`config.mk`:
```
export PLATFORM = sky130hd
export DESIGN_NAME = vector_capture
export DESIGN_NICKNAME = d
export VERILOG_FILES = /design/src/hw/autotest_pkg.sv /design/src/hw/vector_capture.sv
export SDC_FILE = /design/constraint.sdc
export NUM_CORES = 1
export LEC_CHECK = 0
export BUFFER_PORTS_ARGS = -buffer_cell sky130_fd_sc_hd__buf_2
export CAP_MARGIN = 40
export CORE_UTILIZATION = 46
export DETAILED_ROUTE_END_ITERATION = 6
export PLACE_DENSITY = 0.73
export SLEW_MARGIN = 20
export SYNTH_ARGS = -nofsm -noshare
export SYNTH_HDL_FRONTEND = slang
export SYNTH_SLANG_ARGS = --single-unit
```
`constraint.sdc`:
```
create_clock -name clk -period 1.8 [get_ports clk]
set_input_delay 0.18 -clock clk [delete_from_list [all_inputs] [get_ports clk]]
set_output_delay 0.18 -clock clk [all_outputs]
set_load 0.05 [all_outputs]
```
`src/hw/autotest_pkg.sv`:
```
// types and constants shared by the SD self-test controller
// signature sits MSB first in byte 0; every field after it is little-endian
`default_nettype none

package autotest_pkg;

  typedef logic [7:0]  byte_t;
  typedef logic [31:0] block_addr_t;
  typedef logic [8:0]  offset_t;
  typedef logic [31:0] cycle_t;
  typedef logic [15:0] err_count_t;

  localparam int BLOCK_BYTES = 512;
  localparam int HDR_BYTES   = 4;
  localparam int CYCLE_BYTES = 4;

  // blocks without this header end the session
  localparam logic [8*HDR_BYTES-1:0] SIGNATURE = 32'hAABBCCDD;

endpackage

`default_nettype wire

```
`src/hw/vector_capture.sv`:
```
// picks the header, operands and expected result out of the read stream
// field widths must be multiples of 8
`timescale 1ns/1ps
`default_nettype none

module vector_capture #(
  parameter int A_W = 32,
  parameter int B_W = 32,
  parameter int R_W = 32
) (
  input  wire                        clk,
  input  wire                        rd_valid_i,
  input  wire autotest_pkg::offset_t rd_offset_i,
  input  wire autotest_pkg::byte_t   rd_byte_i,
  output logic                       sig_ok_o,
  output logic [A_W-1:0]             uut_a_o,
  output logic [B_W-1:0]             uut_b_o,
  output logic [R_W-1:0]             expected_o
);

  localparam int HDR   = autotest_pkg::HDR_BYTES;
  localparam int OFF_A = HDR;
  localparam int OFF_B = OFF_A + A_W / 8;
  localparam int OFF_E = OFF_B + B_W / 8;

  logic [8*HDR-1:0] sig_q;

  assign sig_ok_o = (sig_q == autotest_pkg::SIGNATURE);

  always_ff @(posedge clk) begin
    if (rd_valid_i) begin
      // header is big-endian
      for (int i = 0; i < HDR; i++) begin
        if (rd_offset_i == autotest_pkg::offset_t'(i)) sig_q[8*(HDR-1-i) +: 8] <= rd_byte_i;
      end
      for (int i = 0; i < A_W / 8; i++) begin
        if (rd_offset_i == autotest_pkg::offset_t'(OFF_A + i)) uut_a_o[8*i +: 8] <= rd_byte_i;
      end
      for (int i = 0; i < B_W / 8; i++) begin
        if (rd_offset_i == autotest_pkg::offset_t'(OFF_B + i)) uut_b_o[8*i +: 8] <= rd_byte_i;
      end
      for (int i = 0; i < R_W / 8; i++) begin
        if (rd_offset_i == autotest_pkg::offset_t'(OFF_E + i)) expected_o[8*i +: 8] <= rd_byte_i;
      end
    end
  end

endmodule

`default_nettype wire
```
==> run summary <==
The H-tree generated during clock tree synthesis spans 4 levels. VDD sags by at most 952.3 µV. The required arrival time at the worst endpoint was 1.62 ns; the reported leakage power was 2.042 nW. The fraction of final layout cells sized beyond drive strength 1 is 48.48%, and the starting DRC count in detailed routing is 114.

Standard cell core area: 0.008382 mm². The share of the clock period used by the worst path is 107.4%. The category of the worst setup path capture point is a primary output.

The clock-pin slew of the registers on the worst-case setup and hold paths was 0.06 ns; the area of the die was 0.009237 mm². The startpoint-to-endpoint class of the critical path was register to primary output. Summing all placed instances gives a cell area of 0.004901 mm². The run gives 4 as the iteration count of the initial detailed-routing pass. The share of total power dissipated in the clock network is 51.5%. The synthesized design contains 128 register bits.

Overall die width: 96.11 µm. The class of the tightest hold or removal check was input pin to register. Data arrives at the worst endpoint at 1.75 ns. For this block, the routed nets add up to 8481 µm of wire. After filler insertion, the fill cell instance count of the layout stands at 534. For this design the total switching power over the nets is 1.287 mW. Synthesis handed over a netlist of 167 instances.

The tools report the final sum of negative setup slack as -0.1337 ns. In the final routing, the length of wire on met1 measures 3195 µm. Derived from the worst setup path, the maximum achievable clock frequency is 517.1 MHz. STA classifies the critical path startpoint as a register. The synthesized net count came out at 186. The synthesized netlist occupies a cell area of 0.004074 mm². In this run the remaining antenna-violating nets after routing total 0. The number of clock buffers added by TritonCTS is 17.

The number of nets in the finished design came out at 336. The number of different library cells used by synthesis comes to 13. The total global-route track usage came out at 19.70%. The tools report the headroom to the max-slew limit as 74.14%. For this configuration, the core starts out at a cell density of 48.60%.

After detailed routing, the number of remaining DRC violations is 0. CTS placed an instance of clkbuf_8 at the clock tree root. The synthesis warning total is 0, and the die extent in y is 96.11 µm.

Compared with the post-synthesis result, the final layout area differs by 35.93%. Entering global routing, the biggest net connects 17 pins. The estimated wirelength of the detail-placed design is 5021 µm, and the max-slew violation count is 0. The checks that failed: negative setup slack.

The first global-routing pass estimated 12140 µm of wire. For the met2 wirelength from detailed routing, the log shows 4291 µm. Routability-driven placement finished with a final weighted congestion of 0.7912.

In this run, flip-flops and latches consume 47.0% of the power. The switching part of the total power works out to 18.43%. The clock net sink count came out at 128. After floorplanning, the core was divided into 33 placement rows.

The minimum setup slack in the final design came out at -0.1337 ns. The startpoint of the worst hold path is rd_byte_i[2]. The highest layer touched by signal routing is met4.

The count of endpoints failing hold in the final timing report is 0, and the number of antenna violations at the first check in global routing is 0. The quantity of I/O buffers inserted on ports is 115, and the residual overflow from global routing is 0. During I/O placement, the number of pins put on the boundary was 116.

The final count of negative-setup-slack endpoints was 1; the routed via count divided by cell count was 5.067. The tools report the fraction of power consumed by combinational cells as 1.5%. For hold timing, the worst endpoint is uut_b_o[2]$_DFFE_PP_.

Setup repair after global routing could not meet its margin everywhere. TritonCTS built the clock tree. At the pin with the least slew margin, the transition time is 0.3879 ns. For the max-cap violation count, the log shows 0. The power density of the placed cells works out to 1261 mW/mm². For the finished layout, the period the worst path requires is 1.934 ns. The maximum clock insertion buffer count is 2, and the antenna diode count is 0. Detailed routing placed a total of 875 µm of wire on met3.

The multi-input combinational cells in the finished layout cover a total of 230.2 µm². Largest fanout on the critical path: 1. Of the synthesized area, sequential elements account for 94.35%. The worst slack on hold paths was 0.1092 ns; the cell area after layout was 0.005538 mm². The internal power of the cells totals 5.696 mW. For the number of global-route vias before repair, the log shows 2211. Across all layers, the routed design uses 2204 vias. The run finished, with violations left. The tools report the area of all sequential standard cells as 0.003844 mm². The depth of the worst hold-timing path was 1. After synthesis, the mean cell area works out to 24.39 µm².

Dividing the detail-routed wire length by the instance count gives 19.50 µm.
==> metal layers <==
| layer | vias to the layer above | global-route usage [%] |
|---|---|---|
| met1 | 1089 | 22.19 |
| li1 | 980 | - |
| met3 | 13 | 8.926 |
| met2 | 122 | 32.39 |
| met5 | - | 0 |
| met4 | 0 | 8.458 |
==> critical path, cell delays in order (launching register included) <==
cell,delay (ns)
edfxtp_1,0.37
nand4b_1,0.24
nor4_1,0.21
and4_1,0.26
buf_6,0.17
==> registers in the layout, summed over array words and instances (netlist names) <==
signal      count
uut_a_o        32
uut_b_o        32
sig_q          32
expected_o     32
==> synth_stat cells, drive strengths merged <==
cell | n | area share, %
nor4 | 4 | 0.98
nand4b | 6 | 1.3
edfxtp | 128 | 94
nand2b | 2 | 0.31
and4 | 1 | 0.22
nor2 | 14 | 1.3
nor2b | 1 | 0.15
nand4bb | 1 | 0.28
nand4 | 1 | 0.15
nand3 | 1 | 0.12
nand2 | 4 | 0.37
nor3 | 4 | 0.49
==> layout by cell type (no fill, tap or decap), drive strengths merged <==
cell type | netlist | routed
nor3 | 4 | 4
nand3 | 1 | 1
clkbuf | 0 | 19
and4 | 1 | 1
clkinv | 0 | 5
edfxtp | 128 | 128
nor4 | 4 | 4
bufinv | 0 | 5
nor2 | 14 | 14
clkinvlp | 0 | 1
nand4 | 1 | 1
nor2b | 1 | 1
nand4b | 6 | 6
buf | 0 | 131
nand2b | 2 | 2
nand4bb | 1 | 1
inv | 0 | 2
nand2 | 4 | 4
==> timing repair <==
item	in CTS	in global routing
resized for setup	2	0
hold buffers	0	0
pin swaps	0	2
endpoints found under the setup margin	1	1
endpoints found under the hold margin	0	0
buffers inserted	0	0
==> how the worst max path moves through the flow <==
stage / start / end / slack, ns / depth (start not counted)
final: sig_q[5]$_DFFE_PP_ / sig_ok_o / -0.13 / 4
after global routing: sig_q[5]$_DFFE_PP_ / sig_ok_o / -0.20 / 4
after CTS: sig_q[5]$_DFFE_PP_ / sig_ok_o / -0.18 / 4
after detailed placement: rd_offset_i[5] / sig_q[11]$_DFFE_PP_ / 0.23 / 5
after global placement: rd_offset_i[5] / sig_q[0]$_DFFE_PP_ / 0.29 / 5
after floorplan: rd_offset_i[5] / sig_q[16]$_DFFE_PP_ / 0.10 / 3
==> power groups by stage <==
stage / sequential, mW / clock [mW] / combinational, mW
after floorplan: 3.36 / 0 / 0.0101
after global placement: 3.35 / 0 / 0.101
after detailed placement: 3.35 / 0 / 0.105
after CTS: 3.28 / 3.63 / 0.105
after global routing: 3.28 / 3.76 / 0.110
final: 3.28 / 3.60 / 0.104
==> stage by stage <==
step / setup slack (ns) / cells / util (%) / total power, mW
after global placement: 0.2873 / 403 / 58.47 / 3.446
after detailed placement: 0.2341 / 403 / 58.47 / 3.450
after CTS: -0.1774 / 435 / 66.07 / 7.023
after floorplan: 0.1044 / 167 / - / 3.365
final: -0.1337 / 435 / 66.07 / 6.983
after global routing: -0.1998 / 435 / 66.07 / 7.153
==> cell families (layout without fill, tap and decap cells) <==
logic type	count (synthesis)	count (layout)	share of synthesized area [%]
flip-flops	128	128	94.35
AND/OR/NAND/NOR	39	39	5.651
buffers and inverters	0	163	0
==> layout make-up <==
cell class                 instances  area share (%)
clock buffer                      19           7.614
clock inverter                    13           3.773
multi-input combinational         39           4.157
sequential                       128           69.41
tap                              105           2.372
timing repair buffer             131           12.68
Power figures use the tool's default switching activity.
