==> config.mk <==
export PLATFORM = sky130hd
export DESIGN_NAME = autotest_sequencer
export DESIGN_NICKNAME = d
export VERILOG_FILES = /design/src/hw/autotest_pkg.sv /design/src/hw/autotest_sequencer.sv
export SDC_FILE = /design/constraint.sdc
export NUM_CORES = 1
export LEC_CHECK = 0
export ABC_AREA = 1
export ABC_CLOCK_PERIOD_IN_PS = 3000
export BUFFER_PORTS_ARGS = -buffer_cell sky130_fd_sc_hd__buf_2
export CAP_MARGIN = 20
export CORE_ASPECT_RATIO = 0.75
export CORE_UTILIZATION = 58
export CTS_CLUSTER_DIAMETER = 150
export CTS_CLUSTER_SIZE = 28
export DETAILED_ROUTE_END_ITERATION = 6
export GPL_ROUTABILITY_DRIVEN = 0
export MAX_ROUTING_LAYER = met4
export PLACE_DENSITY = 0.93
export SYNTH_ARGS = -nofsm -noshare
export SYNTH_HDL_FRONTEND = slang
export SYNTH_SLANG_ARGS = --single-unit
==> constraint.sdc <==
create_clock -name clk -period 3 [get_ports clk]
set_clock_uncertainty 0.2 [all_clocks]
set_input_delay 0.45 -clock clk [delete_from_list [all_inputs] [get_ports clk]]
set_output_delay 0.45 -clock clk [all_outputs]
set_load 0.05 [all_outputs]
==> src/hw/autotest_pkg.sv <==
// types and constants shared by the SD self-test controller
// signature sits MSB first in byte 0; every field after it is little-endian
`default_nettype none

package autotest_pkg;

  typedef logic [7:0]  byte_t;
  typedef logic [31:0] block_addr_t;
  typedef logic [8:0]  offset_t;
  typedef logic [31:0] cycle_t;
  typedef logic [15:0] err_count_t;

  localparam int BLOCK_BYTES = 512;
  localparam int HDR_BYTES   = 4;
  localparam int CYCLE_BYTES = 4;

  // blocks without this header end the session
  localparam logic [8*HDR_BYTES-1:0] SIGNATURE = 32'hAABBCCDD;

endpackage

`default_nettype wire

==> src/hw/autotest_sequencer.sv <==
// block loop of the self-test; stops at the first block with a bad signature
// go, clear and run_go are single-cycle pulses
`timescale 1ns/1ps
`default_nettype none

module autotest_sequencer #(
  parameter autotest_pkg::block_addr_t INITIAL_BLOCK = 32'h0010_0000
) (
  input  wire                       clk,
  input  wire                       rst,
  input  wire                       start_i,
  input  wire                       xfer_done_i,
  input  wire                       sig_ok_i,
  input  wire                       test_done_i,
  output logic                      reset_go_o,
  output logic                      rd_go_o,
  output logic                      wr_go_o,
  output logic                      run_go_o,
  output logic                      clear_o,
  output logic                      run_o,
  output autotest_pkg::block_addr_t block_addr_o
);

  localparam logic [2:0] S_IDLE    = 3'd0;
  localparam logic [2:0] S_RESET   = 3'd1;
  localparam logic [2:0] S_READ    = 3'd2;
  localparam logic [2:0] S_CHECK   = 3'd3;
  localparam logic [2:0] S_RUN     = 3'd4;
  localparam logic [2:0] S_WRITE   = 3'd5;
  localparam logic [2:0] S_ADVANCE = 3'd6;

  logic [2:0] state;
  logic [2:0] state_nxt;

  assign run_o = (state != S_IDLE);

  always_comb begin
    state_nxt  = state;
    reset_go_o = 1'b0;
    rd_go_o    = 1'b0;
    wr_go_o    = 1'b0;
    run_go_o   = 1'b0;
    clear_o    = 1'b0;
    case (state)
      S_IDLE: begin
        if (start_i) begin
          reset_go_o = 1'b1;
          clear_o    = 1'b1;
          state_nxt  = S_RESET;
        end
      end
      S_RESET: begin
        if (xfer_done_i) begin
          rd_go_o   = 1'b1;
          state_nxt = S_READ;
        end
      end
      S_READ: if (xfer_done_i) state_nxt = S_CHECK;
      S_CHECK: begin
        if (sig_ok_i) begin
          run_go_o  = 1'b1;
          state_nxt = S_RUN;
        end else begin
          state_nxt = S_IDLE;
        end
      end
      S_RUN: begin
        if (test_done_i) begin
          wr_go_o   = 1'b1;
          state_nxt = S_WRITE;
        end
      end
      S_WRITE: if (xfer_done_i) state_nxt = S_ADVANCE;
      S_ADVANCE: begin
        rd_go_o   = 1'b1;
        state_nxt = S_READ;
      end
      default: state_nxt = S_IDLE;
    endcase
  end

  always_ff @(posedge clk) begin
    if (rst) begin
      state        <= S_IDLE;
      block_addr_o <= INITIAL_BLOCK;
    end else begin
      state <= state_nxt;
      if (clear_o) begin
        block_addr_o <= INITIAL_BLOCK;
      end else if (state == S_WRITE && xfer_done_i) begin
        // next block address is in place before the read starts
        block_addr_o <= block_addr_o + 1'b1;
      end
    end
  end

endmodule

`default_nettype wire

==> summary.md, run 1 <==
| Metric | Value |
|---|---|
| Pwr Total | `1.06 mW` |
| GRT Util Overall | `29.1%` |
| Hold WC Path Type | `input pin to flip-flop` |
| Initial antenna violation count | `0` |
| Initial Util | `61.0%` |
| Initial DRC count | `159` |
| Setup Fix Bufs, Post-CTS | `0` |
| P_sw | `0.349 mW` |
| Max IR drop VDD | `0.354 mV` |
| Hold Fails Final Rpt | `0` |
| Leading area contributor after synthesis | `dfxtp_1` |
| Top-area cell type share of the netlist area | `34.7%` |
| Register bit total from synthesis | `35` |
| Critical path class | `flip-flop to primary output` |
| Dpl hpwl | `3660 um` |
| Clock tree buffer depth | `2` |
| Vias per cell | `5.44` |
| First-pass GRT wire length | `8140 um` |
| Max incr delay on CP | `0.39 ns` |
| Most common cell after layout, fill and taps aside | `nand2_1` |
| Tightest Pin Transition | `0.681 ns` |
| Slew Limit Fails | `0` |
| Clock Root Buffer | `clkbuf_8` |
| Setup total negative slack | `0 ns` |
| Synth unique cells | `32` |
| Port bufs | `43` |
| Setup violations, final | `0` |
| Asr flop ratio synth | `0%` |
| Mean post-synth cell area | `6.51 um2` |
| CP Max Fanout | `7` |
| Total Wirelength | `4900 um` |
| Worst EP arrival | `1.53 ns` |
| Placed Cells | `389` |
| Total leakage power | `1.08 nW` |
| Top cells by area, synth | `dfxtp_1, nand2_1, nor2_1` |
| # hold bufs at CTS | `0` |
| TritonCTS clock tree | `done` |
| CP max stage cell | `dfxtp_1` |
| Vias in the first global route | `1923` |
| Mapped Area | `2020 um2` |
| Number of synthesized flops with an enable pin | `0` |
| Combinational power share | `20.3%` |
| Post-DRT Antenna Nets | `0` |
| Sequential share of the synthesized area | `34.7%` |
| Residual DRC | `0` |
| Die height | `53.1 um` |
| Max Cap Viol | `0` |
| Crit-path most repeated cell | `inv_1` |
| H-Tree Depth | `2` |
| Switching Fraction | `33.1%` |
| Startpoint types | `flip-flop` |
| CP required | `2.35 ns` |
| Status | `completed` |
| Pwr Density | `450 nW/um2` |
| Most frequent cells in the layout | `nand2_1, nor2_1, inv_1, buf_2, dfxtp_1` |
| Worst setup EP type | `primary output` |
| Most used DFF post-synth | `dfxtp_1` |
| Chip Width | `70.1 um` |
| FMAX | `458 MHz` |
| FP Rows | `18` |
| RSZ-0062 raised after global routing | `false` |
| Period utilisation layout | `72.8%` |
| Slew Limit Headroom | `54.3%` |
| # resized after CTS | `0` |
| Crit path cell chain | `inv_1 -> nor3_1 -> inv_1 -> nor2_1 -> buf_2` |
| Final #Nets | `363` |
| Ant. Diodes | `0` |
| Worst skew pair latency | `0.29 ns` |
| FF-to-FF Start | `state[1]` |
| Syn Inst Count | `310` |
| Clock sinks | `35` |
| Largest net degree at the start of global routing | `22` |
| Final Critical Period | `2.18 ns` |
| DR pass1 iterations | `5` |
| Power Internal | `0.707 mW` |
| Worst Setup SP | `state[2]` |
| Register share of total power | `46.4%` |
| Non-filler instance count after layout | `396` |
| Syn nets | `317` |
| Clock group share of total power | `33.2%` |
| Core area | `3310 um2` |
| IO Pins | `44` |
| Ys Warns | `0` |
| Grt ovf | `0` |
| Die ar. | `3720 um2` |
| HP Start | `rst` |
| Wire per inst | `12.4 um` |
| Share of cells above drive strength 1 | `19.1%` |
| Clock transition at path regs | `0.07 ns` |
| Syn-to-layout area delta | `16.2%` |
| Num CTS Buffers | `5` |
| Vias | `2156` |
| Post-layout util | `70.9%` |
[power groups by stage]
| stage | sequential (mW) | clock [mW] | combinational, mW |
|---|---|---|---|
| 6_report | 0.490 | 0.351 | 0.215 |
| 4_1_cts | 0.490 | 0.354 | 0.212 |
| 2_1_floorplan | 0.494 | 0 | 0.188 |
| 3_3_place_gp | 0.499 | 0 | 0.206 |
| 3_5_place_dp | 0.500 | 0 | 0.212 |
| 5_1_grt | 0.492 | 0.372 | 0.231 |
[cell usage after synthesis (all sizes together) (2+ instances only)]
| master | instances |
|---|---|
| a21oi | 15 |
| and2 | 2 |
| buf | 5 |
| dfxtp | 35 |
| inv | 50 |
| nand2 | 73 |
| nand3 | 28 |
| nand4 | 13 |
| nor2 | 60 |
| nor3 | 6 |
| o21ai | 12 |
| xnor2 | 2 |
| xor2 | 2 |
[critical path: cells and delay by family (launching register included)]
| family | cells | cell delay [ns] |
|---|---|---|
| AND/OR/NAND/NOR | 2 | 0.34 |
| flip-flops | 1 | 0.39 |
| buffers and inverters | 3 | 0.51 |
[logic make-up after synthesis]
logic type,share of synthesized area [%]
simple gates,44.2
buf+inv,11.0
flops,34.7
compound gates,7.75
xor+xnor,1.74
fa+ha+maj,0.619
[metal layers]
metal | track usage (%) | wire length, um | vias to the layer above | part of all wire [%]
li1 | - | - | 1069 | -
met1 | 35.9 | 2160 | 957 | 44
met2 | 43.6 | 2170 | 110 | 44
met3 | 7.05 | 420 | 20 | 8.6
met4 | 18.3 | 146 | 0 | 3.0
met5 | - | 0 | - | 0
[stage by stage]
step           setup WS [ns]  area, um2  hold slack (ns)
3_5_place_dp            1.03       2260            0.250
4_1_cts                0.838       2350            0.129
6_report               0.816       2350            0.133
2_1_floorplan          0.363       2020            0.319
3_3_place_gp            1.12       2260            0.246
5_1_grt                0.661       2350            0.135
[final timing paths]
path	to	cells after the start	slack [ns]
hold / removal	state[1]	2	0.13
setup / recovery	wr_go_o	5	0.82
hold reg to reg	block_addr_o[5]	2	0.26
setup reg to reg	block_addr_o[5]	7	0.96
[final cells by class]
cell class                      count  area [um2]
Clock buffer                        6        82.6
Multi-Input combinational cell    220        1100
Inverter                           50         188
Timing Repair Buffer               44         223
Tap cell                           40        50.0
Fill cell                         259         965
Sequential cell                    35         701
Clock inverter                      1        5.00
[registers in the layout, indices dropped and copies added (netlist names)]
| register | cells |
|---|---|
| block_addr_o | 32 |
| state | 3 |
No activity file was read; power rests on OpenSTA's default activity.
==> inputs of run 2 (changes only) <==
==> config.mk (replaced) <==
export PLATFORM = sky130hd
export DESIGN_NAME = autotest_sequencer
export DESIGN_NICKNAME = d
export VERILOG_FILES = /design/src/hw/autotest_pkg.sv /design/src/hw/autotest_sequencer.sv
export SDC_FILE = /design/constraint.sdc
export NUM_CORES = 1
export LEC_CHECK = 0
export ABC_AREA = 0
export ABC_CLOCK_PERIOD_IN_PS = 2100
export BUFFER_PORTS_ARGS = -buffer_cell sky130_fd_sc_hd__buf_2
export CAP_MARGIN = 20
export CORE_ASPECT_RATIO = 0.75
export CORE_UTILIZATION = 53
export CTS_CLUSTER_DIAMETER = 150
export CTS_CLUSTER_SIZE = 28
export DETAILED_ROUTE_END_ITERATION = 6
export GPL_ROUTABILITY_DRIVEN = 0
export MAX_ROUTING_LAYER = met4
export PLACE_DENSITY = 0.88
export SYNTH_ARGS = -nofsm -noshare
export SYNTH_HDL_FRONTEND = slang
export SYNTH_SLANG_ARGS = --single-unit
==> constraint.sdc (replaced) <==
create_clock -name clk -period 2.1 [get_ports clk]
set_clock_uncertainty 0.2 [all_clocks]
set_input_delay 0.315 -clock clk [delete_from_list [all_inputs] [get_ports clk]]
set_output_delay 0.315 -clock clk [all_outputs]
set_load 0.05 [all_outputs]
==> run 2 against run 1 <==
  * Sequential power up 34%
  * Critical path type is now flip-flop to flip-flop
  * Non-clock buffer count up 12
  * Die area down 0.84%
  * Combinational power down 48%
  * Setup slack worse by 0.76 ns
  * Flip-flop and latch count unchanged
  * Cell count down 21%
  * Synthesized cell count down 28%
==> summary.md, run 2 <==
| Metric | Value |
|---|---|
| Largest family of logic cells by synthesized area | `simple AND/OR/NAND/NOR gates` |
| Register share of total power | `52.9%` |
| Clock tree buffer depth | `2` |
| Syn nets | `231` |
| Vias in the first global route | `1613` |
| DR pass1 iterations | `4` |
| Setup violations, final | `0` |
| Switching Fraction | `25.6%` |
| IO Pins | `44` |
| CP required | `2.12 ns` |
| Largest net degree at the start of global routing | `27` |
| Pwr Density | `538 nW/um2` |
| Cell count of the worst hold path | `2` |
| Design Area, Final | `2300 um2` |
| Worst Path Buf+Inv | `0` |
| XOR/XNOR share of the synthesized area | `4.79%` |
| Worst setup EP type | `flip-flop` |
| Register bit total from synthesis | `35` |
| Top cells by area, synth | `dfxtp_1, a21oi_1, or3_1` |
| Leading area contributor after synthesis | `dfxtp_1` |
| Most common cell after layout, fill and taps aside | `buf_2` |
| GRT Util Overall | `27.4%` |
| Sequential share of the synthesized area | `38.3%` |
| Setup total negative slack | `0 ns` |
| Final #Nets | `277` |
| Clock group share of total power | `38.1%` |
| Dpl hpwl | `3240 um` |
| Initial DRC count | `166` |
| Max IR drop VDD | `0.376 mV` |
| Num CTS Buffers | `5` |
| Top reg by flops | `block_addr_o` |
| FMAX | `489 MHz` |
| Vias per cell | `5.99` |
| Share of cells above drive strength 1 | `33.2%` |
| Met2 GRT Util | `40.9%` |
| Max incr delay on CP | `0.62 ns` |
| Post-DRT Antenna Nets | `0` |
| Tightest Pin Transition | `0.579 ns` |
| Reg2reg end | `block_addr_o[19]` |
| Syn-to-layout area delta | `26.0%` |
| Total leakage power | `0.859 nW` |
| Critical path class | `flip-flop to flip-flop` |
| Clock sinks | `35` |
| HP Start | `rst` |
| Max reg flops | `32` |
| Slew Limit Fails | `0` |
| Status | `completed` |
| Initial Util | `55.6%` |
| Mean post-synth cell area | `8.17 um2` |
| Hold Fails Final Rpt | `0` |
| Clock transition at path regs | `0.07 ns` |
| Worst reg-to-reg path cell count | `4` |
| Residual DRC | `0` |
| Post-Synth Simple-Gate Area | `34.9%` |
| Final Critical Period | `2.05 ns` |
| Worst Setup SP | `block_addr_o[3]` |
| Startpoint types | `flip-flop` |
| Asr flop ratio synth | `0%` |
| Mapped Area | `1830 um2` |
| Vias | `1862` |
| Die height | `52.9 um` |
| Core area | `3290 um2` |
| Max Cap Viol | `0` |
| GR Layer Usage met3 | `6.10%` |
| Hold WC Path Type | `input pin to flip-flop` |
| Number of synthesized flops with an enable pin | `0` |
| Critical path depth | `4` |
| Port bufs | `43` |
| Combinational power share | `9.0%` |
| Syn Inst Count | `224` |
| Critical path's top delay family | `simple AND/OR/NAND/NOR gates` |
| Adder-Cell Fraction of Synth Area | `0.684%` |
| Slew Limit Headroom | `61.0%` |
| RSZ-0062 raised after global routing | `false` |
| Die ar. | `3690 um2` |
| Synth top cells by count | `dfxtp_1, nand2_1, a21oi_1` |
| Clock Root Buffer | `clkbuf_8` |
| First-pass GRT wire length | `7490 um` |
| Most frequent cell after synthesis | `dfxtp_1` |
| Wire per inst | `14.9 um` |
| Grt ovf | `0` |
| Placed Instance Area | `2200 um2` |
| Top-area cell type share of the netlist area | `38.3%` |
| FF-to-FF Start | `block_addr_o[3]` |
| Regs by FF count | `block_addr_o (32), state (3)` |
| R2r setup slk | `0.05 ns` |
| Synth unique cells | `35` |
| # hold bufs at CTS | `0` |
| Gr busiest metal | `met2` |
| Mux contribution to synthesized area | `3.83%` |
| TritonCTS clock tree | `done` |
| Total Wirelength | `4650 um` |
| Compound-Gate Fraction of Synth Area | `12.1%` |
| CP max stage cell | `or4_4` |
| Most frequent cells in the layout | `buf_2, nand2_1, a21oi_1, dfxtp_1, nor2_1` |
| Chip Width | `69.8 um` |
| Crit path cell chain | `nand4_4 -> or4_4 -> or4_1 -> a21oi_1` |
| Grt met1 use | `35.3%` |
| Initial antenna violation count | `0` |
| H-Tree Depth | `2` |
| Worst skew pair latency | `0.29 ns` |
| Hold Path Sink | `state[1]` |
| Most used DFF post-synth | `dfxtp_1` |
| Period utilisation layout | `97.4%` |
| CP Max Fanout | `16` |
| P_sw | `0.317 mW` |
| Ant. Diodes | `0` |
| FP Rows | `18` |
| Power Internal | `0.923 mW` |
| Ys Warns | `0` |
| Worst EP arrival | `2.07 ns` |
==> run 2: stage by stage <==
step / hold WS [ns] / setup WS [ns] / util [%] / power, mW / instances
after floorplan: 0.298 / -0.000424 / - / 0.762 / 224
after global placement: 0.259 / 0.0540 / 66.9 / 0.776 / 302
after detailed placement: 0.260 / 0.0134 / 66.9 / 0.776 / 302
after CTS: 0.0823 / 0.0250 / 69.3 / 1.24 / 310
after global routing: 0.104 / 0.00674 / 70.1 / 1.28 / 311
final: 0.0893 / 0.0538 / 70.1 / 1.24 / 311
==> run 2: cell families (layout without fill, tap and decap cells) <==
logic type | count (synthesis) | in the layout
buf+inv | 23 | 70
compound gates | 37 | 37
xor+xnor | 10 | 10
mux | 7 | 7
simple gates | 111 | 111
flops | 35 | 35
fa+ha+maj | 1 | 1
==> run 2: routing by layer <==
| layer | vias up | routed length [um] |
|---|---|---|
| met5 | - | 0 |
| met4 | 0 | 95 |
| met3 | 9 | 309 |
| met2 | 77 | 2110 |
| met1 | 853 | 2130 |
| li1 | 923 | - |
==> run 2: worst max path at each step <==
stage / end
finish: block_addr_o[19]
detailed placement: block_addr_o[16]
CTS: block_addr_o[16]
global placement: block_addr_o[16]
floorplan: wr_go_o
global route: block_addr_o[19]
==> run 2: layout make-up <==
type | instances | area, um2
Multi-Input combinational cell | 166 | 1090
Clock buffer | 7 | 76.3
Timing Repair Buffer | 56 | 318
Tap cell | 40 | 50.0
Fill cell | 269 | 983
Inverter | 6 | 22.5
Sequential cell | 35 | 747
Clock inverter | 1 | 5.00
==> run 2: power by group through the flow <==
stage	Combinational, mW	Clock [mW]	Sequential, mW
after CTS	0.106	0.478	0.655
after detailed placement	0.105	0	0.671
after floorplan	0.0920	0	0.670
after global placement	0.105	0	0.671
final	0.112	0.473	0.656
after global routing	0.120	0.508	0.655
==> run 2: repair_timing <==
item | 4_1_cts | 5_1_grt
gates resized for setup | 0 | 5
setup buffers | 0 | 1
endpoints found under the setup margin | 0 | 7
==> run 2: worst register-to-register path, cell delays in order (launching register included) <==
cell and delay [ns]:
dfxtp_4 0.39, nand4_4 0.12, or4_4 0.62, or4_1 0.50, a21oi_1 0.14
