===== config.mk =====
export PLATFORM = sky130hd
export DESIGN_NAME = sd_block_port
export DESIGN_NICKNAME = d
export VERILOG_FILES = /design/src/hw/autotest_pkg.sv /design/src/hw/sd_block_port.sv
export SDC_FILE = /design/constraint.sdc
export NUM_CORES = 1
export LEC_CHECK = 0
export ABC_AREA = 1
export CAP_MARGIN = 25
export CORE_UTILIZATION = 65
export DETAILED_ROUTE_END_ITERATION = 10
export DONT_BUFFER_PORTS = 1
export GPL_TIMING_DRIVEN = 1
export HOLD_SLACK_MARGIN = 0.1
export PLACE_DENSITY = 0.82
export SKIP_LAST_GASP = 1
export SLEW_MARGIN = 30
export SYNTH_ARGS = -nofsm -noshare
export SYNTH_HDL_FRONTEND = slang
export SYNTH_SLANG_ARGS = --single-unit

===== constraint.sdc =====
create_clock -name clk -period 3.6 [get_ports clk]
set_clock_uncertainty 0.1 [all_clocks]
set_input_delay 0.54 -clock clk [delete_from_list [all_inputs] [get_ports clk]]
set_output_delay 0.54 -clock clk [all_outputs]
set_load 0.02 [all_outputs]

===== src/hw/autotest_pkg.sv =====
// types and constants shared by the SD self-test controller
// signature sits MSB first in byte 0; every field after it is little-endian
`default_nettype none

package autotest_pkg;

  typedef logic [7:0]  byte_t;
  typedef logic [31:0] block_addr_t;
  typedef logic [8:0]  offset_t;
  typedef logic [31:0] cycle_t;
  typedef logic [15:0] err_count_t;

  localparam int BLOCK_BYTES = 512;
  localparam int HDR_BYTES   = 4;
  localparam int CYCLE_BYTES = 4;

  // blocks without this header end the session
  localparam logic [8*HDR_BYTES-1:0] SIGNATURE = 32'hAABBCCDD;

endpackage

`default_nettype wire


===== src/hw/sd_block_port.sv =====
// drives the SD SPI host strobes by its busy level only, one transfer at a time
// a go request is taken only while the port is idle
`timescale 1ns/1ps
`default_nettype none

module sd_block_port (
  input  wire                      clk,
  input  wire                      rst,
  input  wire                      reset_go_i,
  input  wire                      rd_go_i,
  input  wire                      wr_go_i,
  input  wire                      spi_busy_i,
  input  wire autotest_pkg::byte_t spi_data_out_i,
  input  wire autotest_pkg::byte_t wr_byte_i,
  output logic                     spi_rst_o,
  output logic                     spi_r_block_o,
  output logic                     spi_r_byte_o,
  output logic                     spi_w_block_o,
  output logic                     spi_w_byte_o,
  output autotest_pkg::byte_t      spi_data_in_o,
  output logic                     rd_valid_o,
  output autotest_pkg::offset_t    rd_offset_o,
  output autotest_pkg::byte_t      rd_byte_o,
  output autotest_pkg::offset_t    wr_offset_o,
  output logic                     xfer_done_o
);

  localparam logic [3:0] S_IDLE     = 4'd0;
  localparam logic [3:0] S_RST_HOLD = 4'd1;
  localparam logic [3:0] S_RST_WAIT = 4'd2;
  localparam logic [3:0] S_RD_OPEN  = 4'd3;
  localparam logic [3:0] S_RD_SYNC  = 4'd4;
  localparam logic [3:0] S_RD_BYTE  = 4'd5;
  localparam logic [3:0] S_RD_WAIT  = 4'd6;
  localparam logic [3:0] S_WR_PREP  = 4'd7;
  localparam logic [3:0] S_WR_BYTE  = 4'd8;
  localparam logic [3:0] S_WR_WAIT  = 4'd9;

  localparam autotest_pkg::offset_t LAST_OFFSET =
    autotest_pkg::offset_t'(autotest_pkg::BLOCK_BYTES - 1);

  logic [3:0]            state;
  autotest_pkg::offset_t offset;
  logic                  last_byte;

  assign last_byte     = (offset == LAST_OFFSET);
  assign wr_offset_o   = offset;
  // block_image holds this byte steady while the offset stands
  assign spi_data_in_o = wr_byte_i;

  always_comb begin
    spi_rst_o     = (state == S_RST_HOLD);
    spi_r_block_o = state inside {S_RD_OPEN, S_RD_SYNC, S_RD_BYTE, S_RD_WAIT};
    spi_r_byte_o  = (state == S_RD_BYTE);
    spi_w_block_o = state inside {S_WR_PREP, S_WR_BYTE, S_WR_WAIT};
    spi_w_byte_o  = (state == S_WR_BYTE);
  end

  always_ff @(posedge clk) begin
    if (rst) begin
      state       <= S_IDLE;
      offset      <= '0;
      rd_valid_o  <= 1'b0;
      xfer_done_o <= 1'b0;
    end else begin
      rd_valid_o  <= 1'b0;
      xfer_done_o <= 1'b0;
      case (state)
        S_IDLE: begin
          offset <= '0;
          if (reset_go_i) begin
            state <= S_RST_HOLD;
          end else if (rd_go_i) begin
            state <= S_RD_OPEN;
          end else if (wr_go_i) begin
            state <= S_WR_PREP;
          end
        end
        S_RST_HOLD: if (spi_busy_i) state <= S_RST_WAIT;
        S_RST_WAIT: begin
          if (!spi_busy_i) begin
            state       <= S_IDLE;
            xfer_done_o <= 1'b1;
          end
        end
        S_RD_OPEN: if (spi_busy_i) state <= S_RD_SYNC;
        S_RD_SYNC: if (!spi_busy_i) state <= S_RD_BYTE;
        S_RD_BYTE: if (spi_busy_i) state <= S_RD_WAIT;
        S_RD_WAIT: begin
          // byte is valid on the falling edge of busy
          if (!spi_busy_i) begin
            rd_valid_o <= 1'b1;
            if (last_byte) begin
              state       <= S_IDLE;
              xfer_done_o <= 1'b1;
            end else begin
              offset <= offset + 1'b1;
              state  <= S_RD_BYTE;
            end
          end
        end
        // one cycle for the image read of the new offset
        S_WR_PREP: state <= S_WR_BYTE;
        S_WR_BYTE: if (spi_busy_i) state <= S_WR_WAIT;
        S_WR_WAIT: begin
          if (!spi_busy_i) begin
            if (last_byte) begin
              state       <= S_IDLE;
              xfer_done_o <= 1'b1;
            end else begin
              offset <= offset + 1'b1;
              state  <= S_WR_PREP;
            end
          end
        end
        default: state <= S_IDLE;
      endcase
    end
  end

  always_ff @(posedge clk) begin
    if (state == S_RD_WAIT && !spi_busy_i) begin
      rd_offset_o <= offset;
      rd_byte_o   <= spi_data_out_i;
    end
  end

endmodule

`default_nettype wire


==> summary.md, run 1 <==
| Metric | Value |
|---|---|
| Port bufs | `0` |
| Yosys cell types | `23` |
| MaxCap Viol Count | `0` |
| Fin crit share | `0.6809` |
| Largest net degree at the start of global routing | `18` |
| WP data required | `slightly below 3 ns` |
| Area growth from synthesis to layout | `1.315%` |
| Resize count post-CTS | `0` |
| Starting Density | `0.6883` |
| Max Slew Vio Count | `0` |
| Detail Placement HPWL | `~2.2 mm` |
| Worst-Skew Late Latency | `around 0.32 ns` |
| Number of global-route vias before repair | `between 1000 and 1500` |
| Synth Cell Area | `1523 sq um` |
| # setup viols final | `0` |
| Total nets after synthesis | `roughly 200` |
| Tmin final | `between 2 and 2.5 ns` |
| Final ANT Viol Nets | `0` |
| Root Buffer | `clkbuf_4` |
| Final #Nets | `between 150 and 200` |
| Routed len/inst | `about 14 um` |
| Grt ovf | `0` |
| Cell Rows | `17` |
| Syn Inst Count | `~170` |
| Yosys warning count | `0` |
| Worst Path Arrival | `~1.8 ns` |
| Clock-pin slew on the worst setup and hold paths | `roughly 0.08 ns` |
| Die Y-Extent | `a little over 50 um` |
| Worst-case clock buffer depth | `2` |
| CP Launch Type | `flip-flop` |
| # H-tree levels | `2` |
| Most frequent cells in the layout | `nand2_1 (31), nor2_1 (23), nand3_1 (23), inv_1 (17), edfxtp_1 (17)` |
| Reg2reg start | `wr_offset_o[0]$_SDFFE_PP0P_` |
| RSZ-0062 raised after global routing | `false` |
| Initial antenna violation count | `0` |
| WHS Path Cells | `1` |
| Type of the most critical hold path | `input pin to flip-flop` |
| Residual DRC | `0` |
| Crit Path Max Fanout | `6` |
| Die area | `between 2000 and 3000 sq um` |
| Fmax | `408.0 MHz` |
| Slew @ Worst Pin | `~0.72 ns` |
| Fin util | `0.6974` |
| Antenna Cells | `0` |
| Leak | `approximately 0.6 nW` |
| Slew HR | `0.5192` |
| DRT Wirelength | `2.928 mm` |
| Total CTS buffers | `5` |
| Hold buffers post-CTS | `0` |
| Register-to-register setup slack | `approximately 1.3 ns` |
| TritonCTS Sinks | `32` |
| Hold endpoint | `wr_offset_o[1]$_SDFFE_PP0P_` |
| Register area share after synthesis | `0.5325` |
| TritonCTS clock tree | `done` |
| Status | `complete, no violations` |
| Global-route wire length before repair | `approximately 4.6 mm` |
| Core ar. | `~2200 sq um` |
| DR vias | `1182` |
| Global-route usage over all layers | `0.2437` |
| Mean post-synth cell area | `around 8.8 sq um` |
| Die width | `approximately 50 um` |
| R2R depth | `12` |
| Commonest non-fill, non-tap cell in the layout | `nand2_1` |
| Post-CTS Setup Inserts | `0` |
| Vias/cell | `5.851` |
| First-pass DRT Iterations | `4` |
| Worst Setup End Kind | `output port` |
| DR iter-0 viols | `46` |
| Top-level port count | `63` |
| Reg-to-Reg End | `wr_offset_o[3]$_SDFFE_PP0P_` |
| Crit Path Class | `flip-flop to output port` |
| Final Hold Vio Count | `0` |
| Number of synthesized register bits | `32` |
| Setup_tns | `0 ns` |
| Ratio of cells with drive above 1 in the final layout | `0.1034` |
| Hold_sp | `rst` |
| Routability cong. | `slightly below 0.9` |
| PwrDens | `approximately 670 nW/um^2` |
| VDD IR max | `between 0.0005 and 0.0006 V` |
==> critical path, stage by stage, from the launching register on <==
cell     delay [ns]
dfxtp_1        0.45
inv_2          0.09
nor3_1         0.60
a21oi_1        0.13
nand2_1        0.21
==> state kept, by name, indices dropped and copies added, names as in the netlist <==
register     cells
state            4
rd_valid_o       1
rd_offset_o      9
xfer_done_o      1
wr_offset_o      9
rd_byte_o        8
==> kinds of logic after synthesis <==
kind of cell,count (synthesis),share of synthesized area
flip-flops,32,0.5325
XOR/XNOR,1,0.005753
adder cells (fa/ha/maj),2,0.01643
AND/OR/NAND/NOR,92,0.2860
AO/OA/AOI/OAI,20,0.06820
buffers and inverters,27,0.09121
==> power breakdown <==
group / total [mW] / internal, mW / switching [mW]
Sequential: 0.470 / 0.416 / 0.0536
Clock: 0.179 / 0.0721 / 0.107
Combinational: 0.390 / 0.112 / 0.278
==> layer usage <==
layer / track usage / vias up / wire length (um)
li1: - / 565 / -
met1: 0.2574 / 532 / 1140
met2: 0.4000 / 69 / 1451
met3: 0.1000 / 16 / 250
met4: 0.1528 / 0 / 87
met5: 0 / - / 0
==> worst max path at each step <==
stage | start | to | slack (ns)
floorplan | wr_offset_o[0]$_SDFFE_PP0P_ | wr_offset_o[3]$_SDFFE_PP0P_ | 1.59
detailed placement | wr_offset_o[1]$_SDFFE_PP0P_ | wr_offset_o[3]$_SDFFE_PP0P_ | 1.33
global placement | wr_offset_o[0]$_SDFFE_PP0P_ | wr_offset_o[3]$_SDFFE_PP0P_ | 1.40
finish | state[3]$_SDFFE_PP0P_ | spi_w_block_o | 1.15
CTS | state[3]$_SDFFE_PP0P_ | spi_w_block_o | 1.14
global route | state[3]$_SDFFE_PP0P_ | spi_w_block_o | 0.99
==> synthesized netlist by cell type <==
| cell type | number | area [sq um] |
|---|---|---|
| nand3_2 | 1 | 10.01 |
| edfxtp_1 | 17 | 510.5 |
| nand2_2 | 1 | 6.260 |
| nand2_8 | 1 | 20.02 |
| o21ai_0 | 4 | 20.02 |
| nor2_1 | 23 | 86.33 |
| a21oi_1 | 15 | 75.07 |
| or2_2 | 1 | 6.260 |
| xnor2_1 | 1 | 8.760 |
| dfxtp_1 | 15 | 300.3 |
| nand2_4 | 2 | 22.52 |
| inv_1 | 17 | 63.81 |
| ha_1 | 2 | 25.02 |
| nor3_1 | 3 | 15.01 |
| nand4_1 | 1 | 6.260 |
| nand2_1 | 31 | 116.4 |
| or2_1 | 1 | 6.260 |
| nand3_1 | 23 | 115.1 |
| a21oi_2 | 1 | 8.760 |
| buf_4 | 8 | 60.06 |
| inv_2 | 1 | 3.750 |
| buf_6 | 1 | 11.26 |
| nor2_2 | 4 | 25.02 |
==> through the flow <==
stage / hold WS (ns) / instance area, sq um / cells / power (mW) / setup WS (ns)
finish: 0.1796 / 1543 / 202 / 1.039 / 1.149
global route: 0.1634 / 1543 / 202 / 1.106 / 0.9926
CTS: 0.1707 / 1543 / 202 / 1.037 / 1.139
detailed placement: 0.4763 / 1494 / 194 / 0.8619 / 1.331
global placement: 0.4688 / 1494 / 194 / 0.8495 / 1.400
floorplan: 0.4356 / 1523 / 174 / 0.8062 / 1.589
==> layout make-up <==
cell class,count,area (sq um)
clock buffers,6,41.29
clock inverters,2,7.507
fillers,169,669.4
inverters,18,67.56
multi-input cells,115,573.1
flip-flops and latches,32,810.8
well taps,28,35.03
repair buffers,1,7.507
No activity file was read; power rests on OpenSTA's default activity.
==> run 2: changes to the inputs <==
--- a/config.mk
+++ b/config.mk
@@ -7,12 +7,12 @@
 export LEC_CHECK = 0
 export ABC_AREA = 1
 export CAP_MARGIN = 25
-export CORE_UTILIZATION = 65
+export CORE_UTILIZATION = 55
 export DETAILED_ROUTE_END_ITERATION = 10
 export DONT_BUFFER_PORTS = 1
 export GPL_TIMING_DRIVEN = 1
 export HOLD_SLACK_MARGIN = 0.1
-export PLACE_DENSITY = 0.82
+export PLACE_DENSITY = 0.74
 export SKIP_LAST_GASP = 1
 export SLEW_MARGIN = 30
 export SYNTH_ARGS = -nofsm -noshare
==> constraint.sdc (replaced) <==
create_clock -name clk -period 2.1 [get_ports clk]
set_clock_uncertainty 0.1 [all_clocks]
set_input_delay 0.315 -clock clk [delete_from_list [all_inputs] [get_ports clk]]
set_output_delay 0.315 -clock clk [all_outputs]
set_load 0.02 [all_outputs]
==> run 2 against run 1 <==
  * Critical endpoint is now wr_offset_o[7]$_SDFFE_PP0P_
  * Clock power is 150% higher
  * Non-clock buffer count is 20 higher
  * Critical path depth up 7
  * Largest power group unchanged
  * Worst hold slack worse by 0.068 ns
==> summary.md, run 2 (synthesized netlist as in run 1, its figures left out) <==
| Metric | Value |
|---|---|
| Status | `complete, no violations (unchanged)` |
| R2R depth | `11 (was 12)` |
| Die Y-Extent | `54.62 um (was 50.40 um)` |
| MaxCap Viol Count | `0 (unchanged)` |
| Area after DPL | `1572 sq um (was 1494 sq um)` |
| Die area | `2983 sq um (was 2540 sq um)` |
| VDD IR max | `0.0009576 V (was 0.0005121 V)` |
| Fmax | `approximately 500 MHz` |
| Post-CTS Setup Inserts | `0 (unchanged)` |
| Starting Density | `0.5983 (was 0.6883)` |
| Final #Nets | `217 (was 197)` |
| First element of the critical path | `wr_offset_o[0]$_SDFFE_PP0P_ (was state[3]$_SDFFE_PP0P_)` |
| Area growth from synthesis to layout | `15.53% (was 1.315%)` |
| Place WS | `0.1647 ns (was 1.331 ns)` |
| First-pass DRT Iterations | `5 (was 4)` |
| Reg-to-Reg End | `wr_offset_o[7]$_SDFFE_PP0P_ (was wr_offset_o[3]$_SDFFE_PP0P_)` |
| Global-route usage over all layers | `0.2468 (was 0.2437)` |
| Reg2reg start | `wr_offset_o[0]$_SDFFE_PP0P_ (unchanged)` |
| Worst Setup End Kind | `flip-flop (was output port)` |
| Max Slew Vio Count | `0 (unchanged)` |
| Root Buffer | `clkbuf_4 (unchanged)` |
| Antenna Cells | `0 (unchanged)` |
| CP Launch Type | `flip-flop (unchanged)` |
| Largest net degree at the start of global routing | `18 (unchanged)` |
| Total CTS buffers | `5 (unchanged)` |
| Routability cong. | `0.9031 (was 0.8906)` |
| Top-level port count | `63 (unchanged)` |
| Placed insts | `206 (was 194)` |
| Global-route wire length before repair | `5.071 mm (was 4.554 mm)` |
| Die width | `54.62 um (was 50.40 um)` |
| Vias/cell | `5.759 (was 5.851)` |
| Clock-pin slew on the worst setup and hold paths | `0.10 ns (was 0.08 ns)` |
| Routed len/inst | `14.50 um (about the same)` |
| DR vias | `1290 (was 1182)` |
| PwrDens | `1126 nW/um^2 (was 673.3 nW/um^2)` |
| WP data required | `2.26 ns (was 2.96 ns)` |
| Grt ovf | `0 (unchanged)` |
| Commonest non-fill, non-tap cell in the layout | `nand2_1 (unchanged)` |
| Finished Layout Cells | `224 (was 202)` |
| Leak | `0.7240 nW (was 0.6179 nW)` |
| Tmin final | `1.965 ns` |
| Post-route cell area | `1759 sq um (was 1543 sq um)` |
| Worst Path Arrival | `2.13 ns (was 1.81 ns)` |
| Worst-case clock buffer depth | `2 (unchanged)` |
| # setup viols final | `0 (unchanged)` |
| # H-tree levels | `2 (unchanged)` |
| Power Total | `1.981 mW (was 1.039 mW)` |
| DR iter-0 viols | `47 (was 46)` |
| Register-to-register setup slack | `0.13 ns (was 1.29 ns)` |
| TritonCTS clock tree | `done (unchanged)` |
| Final ANT Viol Nets | `0 (unchanged)` |
| Initial antenna violation count | `0 (unchanged)` |
| Final Hold Vio Count | `0 (unchanged)` |
| Number of global-route vias before repair | `1178 (was 1071)` |
| Setup_tns | `0 ns (unchanged)` |
| Worst-Skew Late Latency | `0.34 ns (was 0.32 ns)` |
| Ratio of cells with drive above 1 in the final layout | `0.1701 (was 0.1034)` |
| Fin crit share | `0.9358` |
| Type of the most critical hold path | `input pin to flip-flop (unchanged)` |
| Core ar. | `2545 sq um (was 2212 sq um)` |
| Crit Path Max Fanout | `9 (was 6)` |
| Residual DRC | `0 (unchanged)` |
| Port bufs | `0 (unchanged)` |
| TritonCTS Sinks | `32 (unchanged)` |
| Slew @ Worst Pin | `0.4202 ns (was 0.7158 ns)` |
| Crit Path Class | `flip-flop to flip-flop (was flip-flop to output port)` |
| Most frequent cells in the layout | `nand2_1 (31), nand3_1 (23), nor2_1 (21), inv_1 (17), edfxtp_1 (17) (was nand2_1 (31), nor2_1 (23), nand3_1 (23), inv_1 (17), edfxtp_1 (17))` |
| Detail Placement HPWL | `2.265 mm (was 2.182 mm)` |
| Slew HR | `0.7192 (was 0.5192)` |
| Cell Rows | `18 (was 17)` |
| DRT Wirelength | `3.249 mm (was 2.928 mm)` |
| Setup ws final | `0.1347 ns (was 1.149 ns)` |
| Last element of the critical path | `wr_offset_o[7]$_SDFFE_PP0P_ (was spi_w_block_o)` |
-- run 2: changes by cell type in the layout (fill, tap and decap cells not counted) --
cell | previous run | this run
dlygate4sd3_1 | 0 | 10
nor3_1 | 3 | 2
nor2_1 | 23 | 21
ha_2 | 0 | 1
ha_1 | 2 | 1
nor3_2 | 0 | 1
buf_4 | 1 | 11
clkbuf_1 | 1 | 0
bufinv_16 | 0 | 1
nor2_2 | 4 | 6
-- run 2: through the flow --
step,utilization,hold slack (ns)
6_report,0.6912,0.1120
5_1_grt,0.6912,0.1195
3_3_place_gp,0.6175,0.2858
4_1_cts,0.6863,0.1044
2_1_floorplan,-,0.2841
3_5_place_dp,0.6175,0.2872
-- run 2: timing repair --
action                                  CTS  global route
endpoints found under the setup margin    0             7
resized for setup                         0             4
hold buffers                             10             0
endpoints found under the hold margin    14             0
-- run 2: layout make-up --
class	instances	area, sq um
Clock buffer	5	37.54
Clock inverter	3	37.54
Fill cell	190	785.8
Inverter	18	67.56
Multi-Input combinational cell	115	585.6
Sequential cell	32	810.8
Tap cell	30	37.54
Timing Repair Buffer	21	182.7
-- run 2: critical path: stages (launching register included) --
cell     delay [ns]
dfxtp_1        0.32
ha_1           0.21
nand2_1        0.10
nor2_2         0.04
nand3_1        0.12
nor3_2         0.05
ha_2           0.18
nor2_1         0.26
nand2_4        0.16
nand2_8        0.11
nand3_1        0.10
a21oi_1        0.15
-- run 2: report_power, final --
part | internal, mW | total (mW) | switching [mW]
combinational | 0.222 | 0.735 | 0.513
sequential | 0.713 | 0.800 | 0.0866
clock | 0.243 | 0.446 | 0.204
-- run 2: per-layer routing --
layer / vias to the layer above / GRT usage / share of wire
met4: 0 / 0.1282 / 0.020
li1: 606 / - / -
met2: 87 / 0.3956 / 0.48
met3: 11 / 0.1000 / 0.10
met1: 586 / 0.2785 / 0.39
met5: - / 0 / 0
-- run 2: how the worst min path moves through the flow --
stage | slack (ns) | start | cells past startpoint | end
finish | 0.11 | rst | 3 | state[3]$_SDFFE_PP0P_
CTS | 0.10 | rst | 3 | state[2]$_SDFFE_PP0P_
detailed placement | 0.29 | rst | 1 | wr_offset_o[8]$_SDFFE_PP0P_
global route | 0.12 | rst | 3 | state[0]$_SDFFE_PP0P_
floorplan | 0.28 | rst | 1 | wr_offset_o[1]$_SDFFE_PP0P_
global placement | 0.29 | rst | 1 | wr_offset_o[4]$_SDFFE_PP0P_
